===== src/hdl/front_end_consts.svh =====
`ifndef FRONT_END_CONSTS_SVH
`define FRONT_END_CONSTS_SVH

`define FE_XLEN      32
`define FE_RESET_PC  32'h0000_0000

// opcode field
`define FE_OP_MSB    31
`define FE_OP_LSB    26
`define FE_OP_BRANCH 6'h04
`define FE_OP_NOP    6'h00  // all-zero word, writes nothing

// register fields: rs 25:21, rt 20:16, rd 15:11 (rd is the destination)
`define FE_RS_MSB    25
`define FE_RS_LSB    21
`define FE_RT_MSB    20
`define FE_RT_LSB    16
`define FE_RD_MSB    15
`define FE_RD_LSB    11

`endif


===== src/hdl/front_end_pkg.sv =====
`default_nettype none
`include "front_end_consts.svh"

package front_end_pkg;

    typedef enum logic [1:0] {
        cls_alu    = 2'd0,
        cls_branch = 2'd1,
        cls_nop    = 2'd2
    } inst_class_e;

    typedef enum logic [1:0] {
        st_run       = 2'd0,
        st_slot_wait = 2'd1,  // branch issued, delay slot still owed
        st_redirect  = 2'd2
    } issue_state_e;

    // two consecutive words as returned by imem
    typedef struct packed {
        logic                ok1;
        logic                ok2;
        logic [`FE_XLEN-1:0] addr1;
        logic [`FE_XLEN-1:0] addr2;
        logic [`FE_XLEN-1:0] data1;
        logic [`FE_XLEN-1:0] data2;
    } fetch_pair_t;

    typedef struct packed {
        logic                ok;
        logic [`FE_XLEN-1:0] addr;
        logic [`FE_XLEN-1:0] data;
        logic                in_delayslot;
    } issue_slot_t;

endpackage

`default_nettype wire


===== src/hdl/fetch_pair.sv =====
`timescale 1ns/1ns
`default_nettype none
`include "front_end_consts.svh"

module fetch_pair (
    input  logic                        clk,
    input  logic                        rst,
    input  logic                        ena1,
    input  logic                        redirect,
    input  logic [`FE_XLEN-1:0]         redirect_target,
    output logic [`FE_XLEN-1:0]         imem_addr,
    input  logic [`FE_XLEN-1:0]         imem_data1,
    input  logic [`FE_XLEN-1:0]         imem_data2,
    input  logic                        imem_ok1,
    input  logic                        imem_ok2,
    output front_end_pkg::fetch_pair_t  fetch
);
    localparam logic [`FE_XLEN-1:0] WORD_BYTES = 4;

    logic [`FE_XLEN-1:0] pc;
    logic [`FE_XLEN-1:0] step;

    // advance by however many words the pair register took
    always_comb begin
        case ({imem_ok1, imem_ok2})
            2'b11:        step = WORD_BYTES << 1;
            2'b10, 2'b01: step = WORD_BYTES;
            default:      step = '0;
        endcase
    end

    always_ff @(posedge clk) begin
        if (rst) begin
            pc <= `FE_RESET_PC;
        end else if (redirect) begin
            pc <= redirect_target;  // wins over a same-cycle advance
        end else if (ena1) begin
            pc <= pc + step;
        end
    end

    assign imem_addr = pc;

    always_comb begin
        fetch.ok1   = imem_ok1;
        fetch.ok2   = imem_ok2;
        fetch.addr1 = pc;
        fetch.addr2 = pc + WORD_BYTES;
        fetch.data1 = imem_data1;
        fetch.data2 = imem_data2;
    end

endmodule

`default_nettype wire


===== src/hdl/if_id.sv =====
`timescale 1ns/1ns
`default_nettype none
`include "front_end_consts.svh"

module if_id (
    input  logic                        clk,
    input  logic                        rst,
    input  logic                        flush,
    input  logic                        delay_hold,
    input  logic                        master_is_branch,
    input  logic                        ena1,
    input  logic                        ena2,
    input  front_end_pkg::fetch_pair_t  fetch,
    output front_end_pkg::issue_slot_t  master,
    output front_end_pkg::issue_slot_t  slave,
    output logic                        occupy
);
    // saved pair
    logic                ok1_q;
    logic                ok2_q;
    logic [`FE_XLEN-1:0] addr1_q;
    logic [`FE_XLEN-1:0] addr2_q;
    logic [`FE_XLEN-1:0] data1_q;
    logic [`FE_XLEN-1:0] data2_q;

    logic [`FE_XLEN-1:0] occ_addr;
    logic [`FE_XLEN-1:0] occ_data;

    logic                dly_en;
    logic [`FE_XLEN-1:0] dly_addr;
    logic [`FE_XLEN-1:0] dly_data;

    logic                in_delayslot;
    logic                load;

    // while occupy presents, the saved pair is still unissued
    assign load = ena1 && !occupy;

    always_ff @(posedge clk) begin
        if (rst || flush) begin
            ok1_q <= 1'b0;
            ok2_q <= 1'b0;
        end else if (load) begin
            ok1_q <= fetch.ok1 || fetch.ok2;
            ok2_q <= fetch.ok1 && fetch.ok2;
        end
    end

    always_ff @(posedge clk) begin
        if (load) begin
            if (fetch.ok1) begin
                addr1_q <= fetch.addr1;
                data1_q <= fetch.data1;
            end else begin
                addr1_q <= fetch.addr2;  // lone second word moves up
                data1_q <= fetch.data2;
            end
            addr2_q <= fetch.addr2;
            data2_q <= fetch.data2;
        end
    end

    // slave left behind by an issuing master becomes the next master
    always_ff @(posedge clk) begin
        if (rst || flush) begin
            occupy <= 1'b0;
        end else if (ena1 && master.ok && slave.ok && !ena2) begin
            occupy <= 1'b1;
        end else if (ena1) begin
            occupy <= 1'b0;
        end
    end

    always_ff @(posedge clk) begin
        if (ena1 && !ena2) begin
            occ_addr <= slave.addr;
            occ_data <= slave.data;
        end
    end

    // delay slot kept alive across the redirect flush
    always_ff @(posedge clk) begin
        if (rst) begin
            dly_en <= 1'b0;
        end else if (delay_hold && !ena1) begin
            dly_en <= master.ok;
        end else if (ena1) begin
            dly_en <= 1'b0;
        end
    end

    always_ff @(posedge clk) begin
        if (delay_hold && !ena1) begin
            dly_addr <= master.addr;
            dly_data <= master.data;
        end
    end

    always_ff @(posedge clk) begin
        if (rst) begin
            in_delayslot <= 1'b0;
        end else if (ena1) begin
            in_delayslot <= master_is_branch && !ena2;
        end
    end

    always_comb begin
        master = '0;
        slave  = '0;
        if (dly_en) begin
            master.ok   = 1'b1;
            master.addr = dly_addr;
            master.data = dly_data;
        end else if (occupy) begin
            master.ok   = 1'b1;
            master.addr = occ_addr;
            master.data = occ_data;
        end else begin
            master.ok   = ok1_q;
            master.addr = addr1_q;
            master.data = data1_q;
            slave.ok    = ok2_q;
            slave.addr  = addr2_q;
            slave.data  = data2_q;
        end
        master.in_delayslot = in_delayslot;
    end

endmodule

`default_nettype wire


===== src/hdl/issue_ctrl.sv =====
`timescale 1ns/1ns
`default_nettype none
`include "front_end_consts.svh"

module issue_ctrl (
    input  logic                        clk,
    input  logic                        rst,
    input  logic                        stall,
    input  logic                        redirect,
    input  front_end_pkg::issue_slot_t  master,
    input  front_end_pkg::issue_slot_t  slave,
    input  logic                        occupy,
    output logic                        ena1,
    output logic                        ena2,
    output logic                        flush,
    output logic                        delay_hold,
    output logic                        master_is_branch
);
    front_end_pkg::issue_state_e state;
    front_end_pkg::issue_state_e state_nxt;
    front_end_pkg::inst_class_e  m_cls;
    front_end_pkg::inst_class_e  s_cls;

    logic [4:0] m_rd;
    logic [4:0] s_rs;
    logic [4:0] s_rt;
    logic       raw_hazard;
    logic       slot_owed;

    function automatic front_end_pkg::inst_class_e classify(input logic [`FE_XLEN-1:0] word);
        logic [`FE_OP_MSB-`FE_OP_LSB:0] op;
        op = word[`FE_OP_MSB:`FE_OP_LSB];
        if (op == `FE_OP_BRANCH) begin
            return front_end_pkg::cls_branch;
        end else if (op == `FE_OP_NOP) begin
            return front_end_pkg::cls_nop;
        end
        return front_end_pkg::cls_alu;
    endfunction

    assign m_cls = classify(master.data);
    assign s_cls = classify(slave.data);

    assign m_rd = master.data[`FE_RD_MSB:`FE_RD_LSB];
    assign s_rs = slave.data[`FE_RS_MSB:`FE_RS_LSB];
    assign s_rt = slave.data[`FE_RT_MSB:`FE_RT_LSB];

    // r0 never carries a dependency
    assign raw_hazard = (m_cls == front_end_pkg::cls_alu) && (m_rd != 5'd0)
                     && ((m_rd == s_rs) || (m_rd == s_rt));

    assign slot_owed        = (state == front_end_pkg::st_slot_wait);
    assign master_is_branch = master.ok && (m_cls == front_end_pkg::cls_branch);
    assign flush            = redirect;
    assign delay_hold       = redirect && slot_owed;

    // an empty master simply drops out on ena1
    assign ena1 = !stall && (state != front_end_pkg::st_redirect) && !delay_hold;
    assign ena2 = ena1 && master.ok && slave.ok && !occupy
               && (m_cls != front_end_pkg::cls_branch)
               && (s_cls != front_end_pkg::cls_branch)
               && !raw_hazard;

    always_comb begin
        state_nxt = state;
        case (state)
            front_end_pkg::st_run: begin
                if (!redirect && ena1 && master_is_branch) begin
                    state_nxt = front_end_pkg::st_slot_wait;
                end
            end
            front_end_pkg::st_slot_wait: begin
                if (delay_hold) begin
                    state_nxt = front_end_pkg::st_redirect;
                end else if (ena1 && master.ok) begin
                    state_nxt = front_end_pkg::st_run;  // delay slot went out
                end
            end
            default: state_nxt = front_end_pkg::st_run;
        endcase
    end

    always_ff @(posedge clk) begin
        if (rst) begin
            state <= front_end_pkg::st_run;
        end else begin
            state <= state_nxt;
        end
    end

endmodule

`default_nettype wire


===== src/hdl/dual_front_end.sv =====
`timescale 1ns/1ns
`default_nettype none
`include "front_end_consts.svh"

module dual_front_end (
    input  logic                        clk,
    input  logic                        rst,
    input  logic                        stall,
    input  logic                        redirect,
    input  logic [`FE_XLEN-1:0]         redirect_target,
    output logic [`FE_XLEN-1:0]         imem_addr,
    input  logic [`FE_XLEN-1:0]         imem_data1,
    input  logic [`FE_XLEN-1:0]         imem_data2,
    input  logic                        imem_ok1,
    input  logic                        imem_ok2,
    output front_end_pkg::issue_slot_t  issue0,
    output front_end_pkg::issue_slot_t  issue1
);
    front_end_pkg::fetch_pair_t fetch;
    front_end_pkg::issue_slot_t master;
    front_end_pkg::issue_slot_t slave;

    logic occupy;
    logic ena1;
    logic ena2;
    logic flush;
    logic delay_hold;
    logic master_is_branch;
    logic take;

    assign take = ena1 && !occupy;  // same condition the pair register loads on

    fetch_pair u_fetch (
        .clk             (clk),
        .rst             (rst),
        .ena1            (take),
        .redirect        (redirect),
        .redirect_target (redirect_target),
        .imem_addr       (imem_addr),
        .imem_data1      (imem_data1),
        .imem_data2      (imem_data2),
        .imem_ok1        (imem_ok1),
        .imem_ok2        (imem_ok2),
        .fetch           (fetch)
    );

    if_id u_if_id (
        .clk              (clk),
        .rst              (rst),
        .flush            (flush),
        .delay_hold       (delay_hold),
        .master_is_branch (master_is_branch),
        .ena1             (ena1),
        .ena2             (ena2),
        .fetch            (fetch),
        .master           (master),
        .slave            (slave),
        .occupy           (occupy)
    );

    issue_ctrl u_issue (
        .clk              (clk),
        .rst              (rst),
        .stall            (stall),
        .redirect         (redirect),
        .master           (master),
        .slave            (slave),
        .occupy           (occupy),
        .ena1             (ena1),
        .ena2             (ena2),
        .flush            (flush),
        .delay_hold       (delay_hold),
        .master_is_branch (master_is_branch)
    );

    always_comb begin
        issue0    = master;
        issue0.ok = master.ok && ena1;
        issue1    = slave;
        issue1.ok = slave.ok && ena2;
    end

endmodule

`default_nettype wire


===== config.mk =====
export PLATFORM = sky130hd
export DESIGN_NAME = dual_front_end
export DESIGN_NICKNAME = d
export VERILOG_FILES = /design/src/hdl/front_end_pkg.sv /design/src/hdl/fetch_pair.sv /design/src/hdl/if_id.sv /design/src/hdl/issue_ctrl.sv /design/src/hdl/dual_front_end.sv
export VERILOG_INCLUDE_DIRS = /design/src /design/src/hdl
export SDC_FILE = /design/constraint.sdc
export NUM_CORES = 1
export LEC_CHECK = 0
export BUFFER_PORTS_ARGS = -buffer_cell sky130_fd_sc_hd__buf_4
export CORE_MARGIN = 4
export CORE_UTILIZATION = 35
export CTS_CLUSTER_DIAMETER = 60
export DETAILED_ROUTE_END_ITERATION = 7
export PLACE_DENSITY_LB_ADDON = 0.15
export SYNTH_ARGS = -nofsm -noshare
export SYNTH_HDL_FRONTEND = slang
export SYNTH_HIERARCHICAL = 1
export SYNTH_SLANG_ARGS = --single-unit

===== constraint.sdc =====
create_clock -name clk -period 7.5 [get_ports clk]
set_input_delay 0.375 -clock clk [delete_from_list [all_inputs] [get_ports clk]]
set_output_delay 0.375 -clock clk [all_outputs]
set_load 0.005 [all_outputs]

==> run_results.csv, run 1 <==
group,metric,value,unit
synth,synth.distinct_cells,64,
sta,layout_min_cycle_time,4.74,ns
sta,final.setup.tns,0,ns
synth,synth.net_count,1201,
clocking,cts-htree-levels,2,
sta,hold_viol_final,0,
finish,finish.utilization,42.0,%
sta,fin_crit_sh,63.2,%
die,ios,266,
critical_path,cp_common_cell,"buf_4",
run,drv_cap,0,
outcome,status,"finished clean",
die,start_util,35.4,%
synth,synth_top_area_cell,"edfxtp_1",
finish,nets,1347,
global_route,grt_pass1_vias,9015,
global_route,grt_overflow,0,
synth,ys_seq_elements,295,
sta,max_freq,0.211,GHz
clocking,ctsResizeCount,0,
synth,seq_area_frac_synth,60.3,%
sta,finalSetupViolCount,0,
die,die_w,208,um
critical_path,cp_max_fo,38,
critical_path,worstPathCellList,"nor2_4 -> buf_4 -> and2_1 -> or4b_1 -> o311ai_1 -> a211oi_1 -> nor2b_4 -> buf_4",
die,core_area,39700,sq um
synth,ys_top_cells_by_area,"edfxtp_1 55%, buf_4 6.0%, dfxtp_1 5.6%",
placement,place.gp.congestion,0.780,
die,die_h,208,um
power_and_ir_drop,ir_worst_vdd,0.000100,V
critical_path,arrival,4.86,ns
sta,maxSlewHeadroom,23.5,%
clocking,clockBufferDepth,3,
finish,area_growth,18.8,%
power_and_ir_drop,power.density,235,nW/um^2
sta,finClkSkew,0.0207,ns
power_and_ir_drop,p_leak,0.00591,uW
critical_path,critPathKind,"reg2reg",
die,die_area,43400,sq um
global_route,grt_antenna_before_repair,0,
routing,drtAntennaViolNets,0,
min_path,min_path_type,"in2reg",
clocking,cts_buffers,35,
sta,rsz0062_at_grt,"false",
finish,n_antenna_cell,0,
routing,vias,8808,
synth,synthFlopType,"edfxtp_1",
synth,synth_top_area_share,54.7,%
routing,drt_pass1_iterations,5,
synth,synthCells,1094,
clocking,cts.sinks,295,
synth,synth.avg_cell_area,12.8,sq um
synth,ys_async_sr_fraction,0,%
clocking,clkTransAtPathRegs,0.06,ns
synth,synth_most_common_cell,"edfxtp_1",
placement,io_buffers,264,
critical_path,cpPeakStageDelay,0.77,ns
global_route,grt_use_total,16.9,%
critical_path,crit_family,"simple AND/OR/NAND/NOR gates",
critical_path,critPathSlowestCell,"nor2b_4",
clocking,postCtsHoldBufs,0,
finish,fill_cells,3734,
routing,drt-initial-drc-count,553,
routing,routed_via_density,4.92,
clocking,post_cts_buffers,0,
power_and_ir_drop,power,3920,uW
finish,drive_above_1_share,32.1,%
placement,dp_hpwl,25800,um
synth,syn_area,14100,sq um
clocking,cts_tree,"built",
routing,drc,0,
sta,max_slew.worst_pin.slew,1.14,ns
routing,wl_per_cell,21.0,um
sta,slew_violations,0,
die,rows,73,
critical_path,start_kind,"register",
routing,routed_wl,37600,um
sta,hold_slack,0.0497,ns
clocking,clock-root-buffer,"clkbuf_16",
global_route,grt_pass1_wl,57100,um
synth,synth-edff-count,256,
global_route,grt_max_degree,95,
critical_path,required,7.63,ns
synth,ys_warn_count,6,
clocking,clk_latency,0.51,ns
critical_path,critPathCaptureType,"register",
critical_path,path_buf_inv,2,
synth,synth_common_cells,"256 x edfxtp_1, 113 x buf_4, 89 x nand2_1",
worst reg2reg max path: stages, from the launching register on:
cell	delay [ns]
dfxtp_4	0.53
nor2_4	0.75
buf_4	0.43
and2_1	0.24
or4b_1	0.47
o311ai_1	0.31
a211oi_1	0.15
nor2b_4	0.77
buf_4	0.67
path summary, 6_finish.rpt:
path                         start              endpoint  slack, ns  cells after the start
setup reg to reg    u_if_id/occupy  u_if_id/occ_addr[30]       2.76                      8
setup / recovery    u_if_id/occupy  u_if_id/occ_addr[30]       2.76                      8
hold / removal       imem_data2[6]    u_if_id/data2_q[6]       0.05                      1
hold reg to reg   u_issue/state[1]      u_issue/state[0]       0.47                      1
through the flow:
stage / setup WS [ns] / std cells / cell area (sq um)
floorplan: 2.09 / 1094 / 14100
global placement: 2.68 / 1728 / 15600
detailed placement: 2.59 / 1728 / 15600
CTS: 2.53 / 1791 / 16700
global route: 2.34 / 1791 / 16700
finish: 2.76 / 1791 / 16700
registers in the layout, indices dropped and copies added (netlist names):
signal	count
u_if_id/addr2_q	32
u_if_id/data2_q	32
u_if_id/dly_addr	32
u_if_id/dly_data	32
u_if_id/ok2_q	1
u_if_id/data1_q	32
u_if_id/occupy	1
u_if_id/addr1_q	32
u_if_id/dly_en	1
u_if_id/ok1_q	1
u_if_id/occ_data	32
u_issue/state	2
u_fetch/imem_addr	32
u_if_id/occ_addr	32
u_if_id/in_delayslot	1
layout make-up:
cell class,count,area [sq um],share of cell area [%]
clock buffer,46,960,5.75
inverter,15,56.3,0.337
multi-input combinational,618,4350,26.1
timing repair buffer,275,2080,12.4
clock inverter,17,115,0.690
tap,525,657,3.93
sequential,295,8480,50.8
routing by layer:
layer / track usage, % / vias to the layer above / part of all wire [%]
met3: 3.36 / 51 / 5.5
met5: 0 / - / 0
met2: 26.7 / 258 / 47
li1: - / 4206 / -
met1: 23.9 / 4293 / 46
met4: 4.24 / 0 / 2.0
report_power, final:
part / internal, uW / switching, uW / leakage [uW] / total (uW)
registers: 1890 / 53.2 / 0.00281 / 1950
logic: 195 / 189 / 0.00258 / 384
clock network: 937 / 654 / 0.000520 / 1590
cell usage in the layout (no fill, tap or decap), types with 3 or more instances in the layout:
cell / netlist / layout
a2111oi_0: 4 / 4
a211oi_1: 18 / 18
a21oi_1: 8 / 8
a311oi_1: 11 / 11
and2_1: 67 / 67
and4_1: 4 / 4
buf_4: 113 / 274
clkbuf_1: 18 / 9
clkbuf_16: 0 / 37
clkinv_1: 1 / 6
clkinv_2: 0 / 7
clkinvlp_4: 0 / 3
dfxtp_1: 39 / 37
edfxtp_1: 256 / 256
ha_1: 4 / 4
inv_1: 14 / 14
mux2_2: 64 / 64
mux2i_1: 67 / 67
nand2_1: 89 / 89
nand3_1: 20 / 20
nand4_1: 12 / 12
nor2_1: 42 / 42
nor2b_1: 5 / 4
nor2b_4: 2 / 3
nor3_1: 15 / 15
nor4_1: 8 / 8
o21ai_0: 39 / 39
o21ai_1: 30 / 30
o31ai_1: 7 / 7
or3_1: 10 / 10
or4_1: 5 / 5
xnor2_1: 41 / 41
xor2_1: 7 / 7
kinds of logic (layout without fill, tap and decap cells):
family,Yosys count,in the layout,share of synthesized area (%)
AOI/OAI and AO/OA,127,127,5.71
xor gates and xnor gates,48,48,2.99
adders and majority gates,5,5,0.499
buffers and inverters,181,353,8.86
DFF,295,295,60.3
muxes,131,131,9.90
other,1,1,0.0267
and+or+nand+nor,306,306,11.7
No activity file was read; power rests on OpenSTA's default activity.
==> inputs of run 2 (changes only) <==
==> constraint.sdc (replaced) <==
create_clock -name clk -period 4.75 [get_ports clk]
set_input_delay 0.2375 -clock clk [delete_from_list [all_inputs] [get_ports clk]]
set_output_delay 0.2375 -clock clk [all_outputs]
set_load 0.005 [all_outputs]
==> run_results.csv, run 2 (synthesis results as in run 1) <==
group,metric,value,unit
finish,fill_cells,3707,
global_route,grt_use_total,17.5,%
sta,hold_viol_final,0,
routing,routed_via_density,4.86,
placement,place.gp.congestion,0.812,
critical_path,crit_path_start,"u_if_id/occupy",
critical_path,cp_max_fo,31,
run,drv_cap,0,
placement,dp_hpwl,26100,um
critical_path,r2r_cells,8,
critical_path,cp_common_cell,"buf_4",
die,ios,266,
critical_path,endpoint,"issue1[65]",
clocking,cts_tree,"built",
critical_path,critPathCaptureType,"output pin",
routing,vias,9174,
critical_path,critPathSlowestCell,"dfxtp_4",
min_path,min_path_type,"in2reg",
global_route,grt_pass1_vias,9357,
sta,finClkSkew,0.0133,ns
routing,drt-initial-drc-count,505,
clocking,ctsResizeCount,0,
global_route,grt_antenna_before_repair,0,
clocking,postCtsHoldBufs,86,
finish,area_growth,26.1,%
outcome,status,"finished clean",
critical_path,rrSetupSlack,1.16,ns
routing,drtAntennaViolNets,0,
die,start_util,35.4,%
global_route,grt_max_degree,80,
clocking,clkTransAtPathRegs,0.05,ns
finish,finish.utilization,44.6,%
critical_path,arrival,3.41,ns
die,die_area,43400,sq um
clocking,cts-htree-levels,2,
power_and_ir_drop,power,6510,uW
power_and_ir_drop,p_leak,0.00636,uW
sta,layout_min_cycle_time,3.65,ns
die,die_h,208,um
routing,routed_wl,38800,um
power_and_ir_drop,ir_worst_vdd,0.000209,V
sta,rsz0062_at_grt,"false",
critical_path,critPathKind,"reg2out",
critical_path,crit_family,"compound AO/OA/AOI/OAI gates",
critical_path,worstPathCellList,"buf_4 -> mux2i_1 -> o21ai_0 -> nor2_4 -> and2_2 -> a211oi_1 -> and2_1 -> buf_4",
finish,final_common_cell,"buf_4",
die,die_w,208,um
critical_path,required,4.51,ns
clocking,post_cts_buffers,0,
critical_path,path_buf_inv,2,
sta,final.setup.tns,0,ns
global_route,grt_overflow,0,
placement,io_buffers,264,
critical_path,start_kind,"register",
sta,fin_crit_sh,76.8,%
die,core_area,39700,sq um
finish,mostFrequentLayoutCells,"280 x buf_4, 256 x edfxtp_1, 89 x nand2_1, 86 x dlygate4sd3_1",
sta,slew_violations,0,
finish,nets,1441,
finish,n_antenna_cell,0,
sta,finalSetupViolCount,0,
critical_path,reg2reg_from,"u_if_id/dly_en",
clocking,cts.sinks,295,
clocking,clock-root-buffer,"clkbuf_16",
sta,maxSlewHeadroom,20.8,%
clocking,clk_latency,0.54,ns
routing,drc,0,
critical_path,cpPeakStageDelay,0.72,ns
critical_path,rr_endpoint,"u_if_id/occ_addr[14]",
global_route,grt_pass1_wl,59100,um
clocking,cts_buffers,38,
routing,wl_per_cell,20.6,um
power_and_ir_drop,power.density,367,nW/um^2
critical_path,cp_num_cells,8,
finish,drive_above_1_share,30.8,%
clocking,clockBufferDepth,3,
sta,max_slew.worst_pin.slew,1.19,ns
die,rows,73,
sta,max_freq,0.274,GHz
routing,drt_pass1_iterations,5,
-- run 2: changes by cell type in the layout (fill, tap and decap cells not counted), sizes merged --
cell         previous run  this run
buf                   275       280
clkinv                 14        18
inv                    14        15
dlygate4sd3             0        86
clkbuf                 46        48
clkinvlp                3         2
-- run 2: cell type report --
class,count,area [sq um],share of cell area [%]
clock buffers,48,1060,6.00
clock inverters,21,145,0.819
inverters,15,56.3,0.318
multi-input cells,618,4350,24.6
flip-flops and latches,295,8480,47.9
well taps,525,657,3.71
repair buffers,366,2960,16.7
-- run 2: worst min-delay path by stage --
stage | to | cells past startpoint | start
finish | u_fetch/imem_addr[20] | 4 | redirect_target[20]
global route | u_if_id/data1_q[2] | 2 | imem_data1[2]
CTS | u_if_id/data1_q[11] | 2 | imem_data1[11]
detailed placement | u_if_id/data2_q[16] | 1 | imem_data2[16]
global placement | u_if_id/data2_q[10] | 1 | imem_data2[10]
floorplan | u_issue/state[0] | 1 | rst
-- run 2: per-stage QoR --
step           cells  area, sq um  setup slack (ns)  hold slack [ns]
2_1_floorplan   1094        14100             0.643            0.306
3_3_place_gp    1733        15600              1.19            0.425
3_5_place_dp    1733        15600              1.10            0.427
4_1_cts         1888        17700             0.992         0.000560
5_1_grt         1888        17700             0.830          0.00438
6_report        1888        17700              1.10           0.0340
-- run 2: metal layers --
layer	wire length, um	global-route usage, %	up-vias	share of wire [%]
li1	-	-	4390	-
met1	18300	25.1	4476	47
met2	17500	27.2	253	45
met3	2350	3.88	55	6.0
met4	736	4.10	0	1.9
met5	0	0	-	0
-- run 2: power breakdown --
part	leakage [uW]	internal [uW]	switching (uW)
combinational	0.00296	356	310
clock	0.000593	1640	1120
sequential	0.00281	2990	85.7
total	0.00636	4990	1510
-- run 2: worst min-delay path, cell delays in order --
cell and delay (ns):
buf_4 0.09, nand2_1 0.04, nor2_1 0.07, or3_1 0.09
==> inputs of run 3 (changes only) <==
==> constraint.sdc (replaced) <==
create_clock -name clk -period 3.4 [get_ports clk]
set_input_delay 0.17 -clock clk [delete_from_list [all_inputs] [get_ports clk]]
set_output_delay 0.17 -clock clk [all_outputs]
set_load 0.005 [all_outputs]
==> run_results.csv, run 3 (synthesis results as in run 1) <==
group,metric,value,unit
outcome,status,"finished clean",
routing,wl_per_cell,20.5,um
die,rows,73,
routing,drtAntennaViolNets,0,
sta,finClkSkew,0.0172,ns
die,die_h,208,um
sta,layout_min_cycle_time,3.22,ns
power_and_ir_drop,p_leak,0.00645,uW
critical_path,critPathCaptureType,"output pin",
sta,maxSlewHeadroom,39.8,%
finish,n_antenna_cell,0,
clocking,clockBufferDepth,3,
routing,routed_via_density,4.87,
sta,fin_crit_sh,94.6,%
critical_path,crit_family,"simple AND/OR/NAND/NOR gates",
power_and_ir_drop,ir_worst_vdd,0.000336,V
routing,drt-initial-drc-count,583,
critical_path,critPathKind,"reg2out",
finish,final_common_cell,"buf_4",
die,ios,266,
die,die_w,208,um
critical_path,reg2reg_from,"u_issue/state[1]",
routing,routed_wl,39100,um
critical_path,rr_endpoint,"u_fetch/imem_addr[24]",
critical_path,r2r_cells,7,
min_path,min_to,"u_fetch/imem_addr[9]",
critical_path,path_buf_inv,1,
critical_path,worstPathCellList,"mux2i_1 -> o21ai_0 -> or4_4 -> nor2_4 -> a21oi_1 -> a211oi_1 -> and2_1 -> buf_4",
critical_path,arrival,3.05,ns
routing,drc,0,
global_route,grt_antenna_before_repair,0,
sta,slew_violations,0,
global_route,grt_use_total,17.4,%
die,core_area,39700,sq um
critical_path,cpPeakStageDelay,0.59,ns
critical_path,cp_max_fo,14,
die,start_util,35.4,%
critical_path,critPathSlowestCell,"or4_4",
placement,dp_hpwl,26300,um
placement,postPlaceCellArea,15800,sq um
run,drv_cap,0,
finish,area_growth,27.4,%
placement,place.gp.congestion,0.774,
sta,max_slew.worst_pin.slew,0.901,ns
clocking,cts_buffers,38,
global_route,grt_overflow,0,
power_and_ir_drop,pwr-share-seq,47.3,%
critical_path,start_kind,"register",
finish,drive_above_1_share,30.7,%
sta,finalSetupViolCount,0,
sta,final.setup.tns,0,ns
clocking,cts-htree-levels,2,
power_and_ir_drop,p_int,7010,uW
clocking,clkTransAtPathRegs,0.06,ns
min_path,hold_depth,3,
min_path,worstHoldStart,"redirect_target[9]",
sta,hold_viol_final,0,
finish,design_area,17900,sq um
sta,rsz0062_at_grt,"false",
finish,mostFrequentLayoutCells,"284 x buf_4, 256 x edfxtp_1, 93 x dlygate4sd3_1, 89 x nand2_1",
die,die_area,43400,sq um
critical_path,rrSetupSlack,0.49,ns
clocking,clock-root-buffer,"clkbuf_16",
power_and_ir_drop,swShare,22.8,%
min_path,min_path_type,"in2reg",
clocking,cts.sinks,295,
placement,io_buffers,264,
power_and_ir_drop,power.density,507,nW/um^2
sta,hold_slack,0.0401,ns
sta,max_freq,0.311,GHz
routing,vias,9256,
routing,drt_pass1_iterations,5,
global_route,grt_pass1_wl,58800,um
clocking,cts_tree,"built",
clocking,clk_latency,0.54,ns
critical_path,required,3.23,ns
global_route,grt_max_degree,63,
power_and_ir_drop,pwr-share-clk,42.2,%
global_route,grt_pass1_vias,9345,
power_and_ir_drop,power_frac_comb,10.5,%
power_and_ir_drop,p_switching,2070,uW
finish,nets,1458,
## run 3: worst register-to-register path: stages (launching register included)
cell      delay (ns)
dfxtp_1         0.36
and3b_1         0.25
nor3_4          0.38
nor2b_4         0.40
nand4b_1        0.17
or3_1           0.53
or4_1           0.48
a311oi_1        0.25
## run 3: power by group through the flow
stage / Sequential (uW) / Combinational (uW) / Clock (uW)
2_1_floorplan: 4310 / 508 / 0
3_5_place_dp: 4370 / 877 / 0
6_report: 4300 / 951 / 3830
5_1_grt: 4320 / 1030 / 4110
4_1_cts: 4300 / 969 / 3950
3_3_place_gp: 4370 / 871 / 0
## run 3: how the worst max path moves through the flow
stage	end	cells after the start	slack [ns]	from
after floorplan	u_if_id/ok1_q	5	-0.03	u_issue/state[1]
after global placement	u_if_id/occ_addr[16]	8	0.43	u_if_id/occupy
after detailed placement	u_if_id/occ_addr[16]	8	0.39	u_if_id/occupy
after CTS	issue1[65]	8	0.002	u_if_id/occupy
after global routing	issue1[65]	8	0.02	u_if_id/occupy
final	issue1[65]	8	0.18	u_if_id/occupy
## run 3: per-layer routing
layer | GRT usage, % | wire length, um | up-vias
met2 | 27.1 | 17700 | 267
li1 | - | - | 4415
met1 | 24.7 | 18300 | 4523
met5 | 0 | 0 | -
met4 | 5.44 | 897 | 0
met3 | 3.27 | 2150 | 51
## run 3: area by class of cell
cell class | instances | area, sq um
fill | 3668 | 21800
sequential | 295 | 8480
multi-input combinational | 618 | 4360
timing repair buffer | 383 | 3180
clock buffer | 48 | 1010
tap | 525 | 657
clock inverter | 17 | 163
inverter | 15 | 56.3
## run 3: what timing repair did
action                     CTS  global route
hold buffers                93             0
hold endpoints to repair    93             0
gates resized for setup      2             2
setup buffers                0             1
setup endpoints to repair    1             1
## run 3: per-stage QoR
stage,util (%),instances,power [uW],worst slack (ns)
after floorplan,-,1094,4820,-0.0298
after global placement,39.7,1742,5240,0.427
after detailed placement,39.7,1742,5250,0.394
after CTS,45.0,1900,9220,0.00171
after global routing,45.1,1901,9460,0.0157
final,45.1,1901,9080,0.185
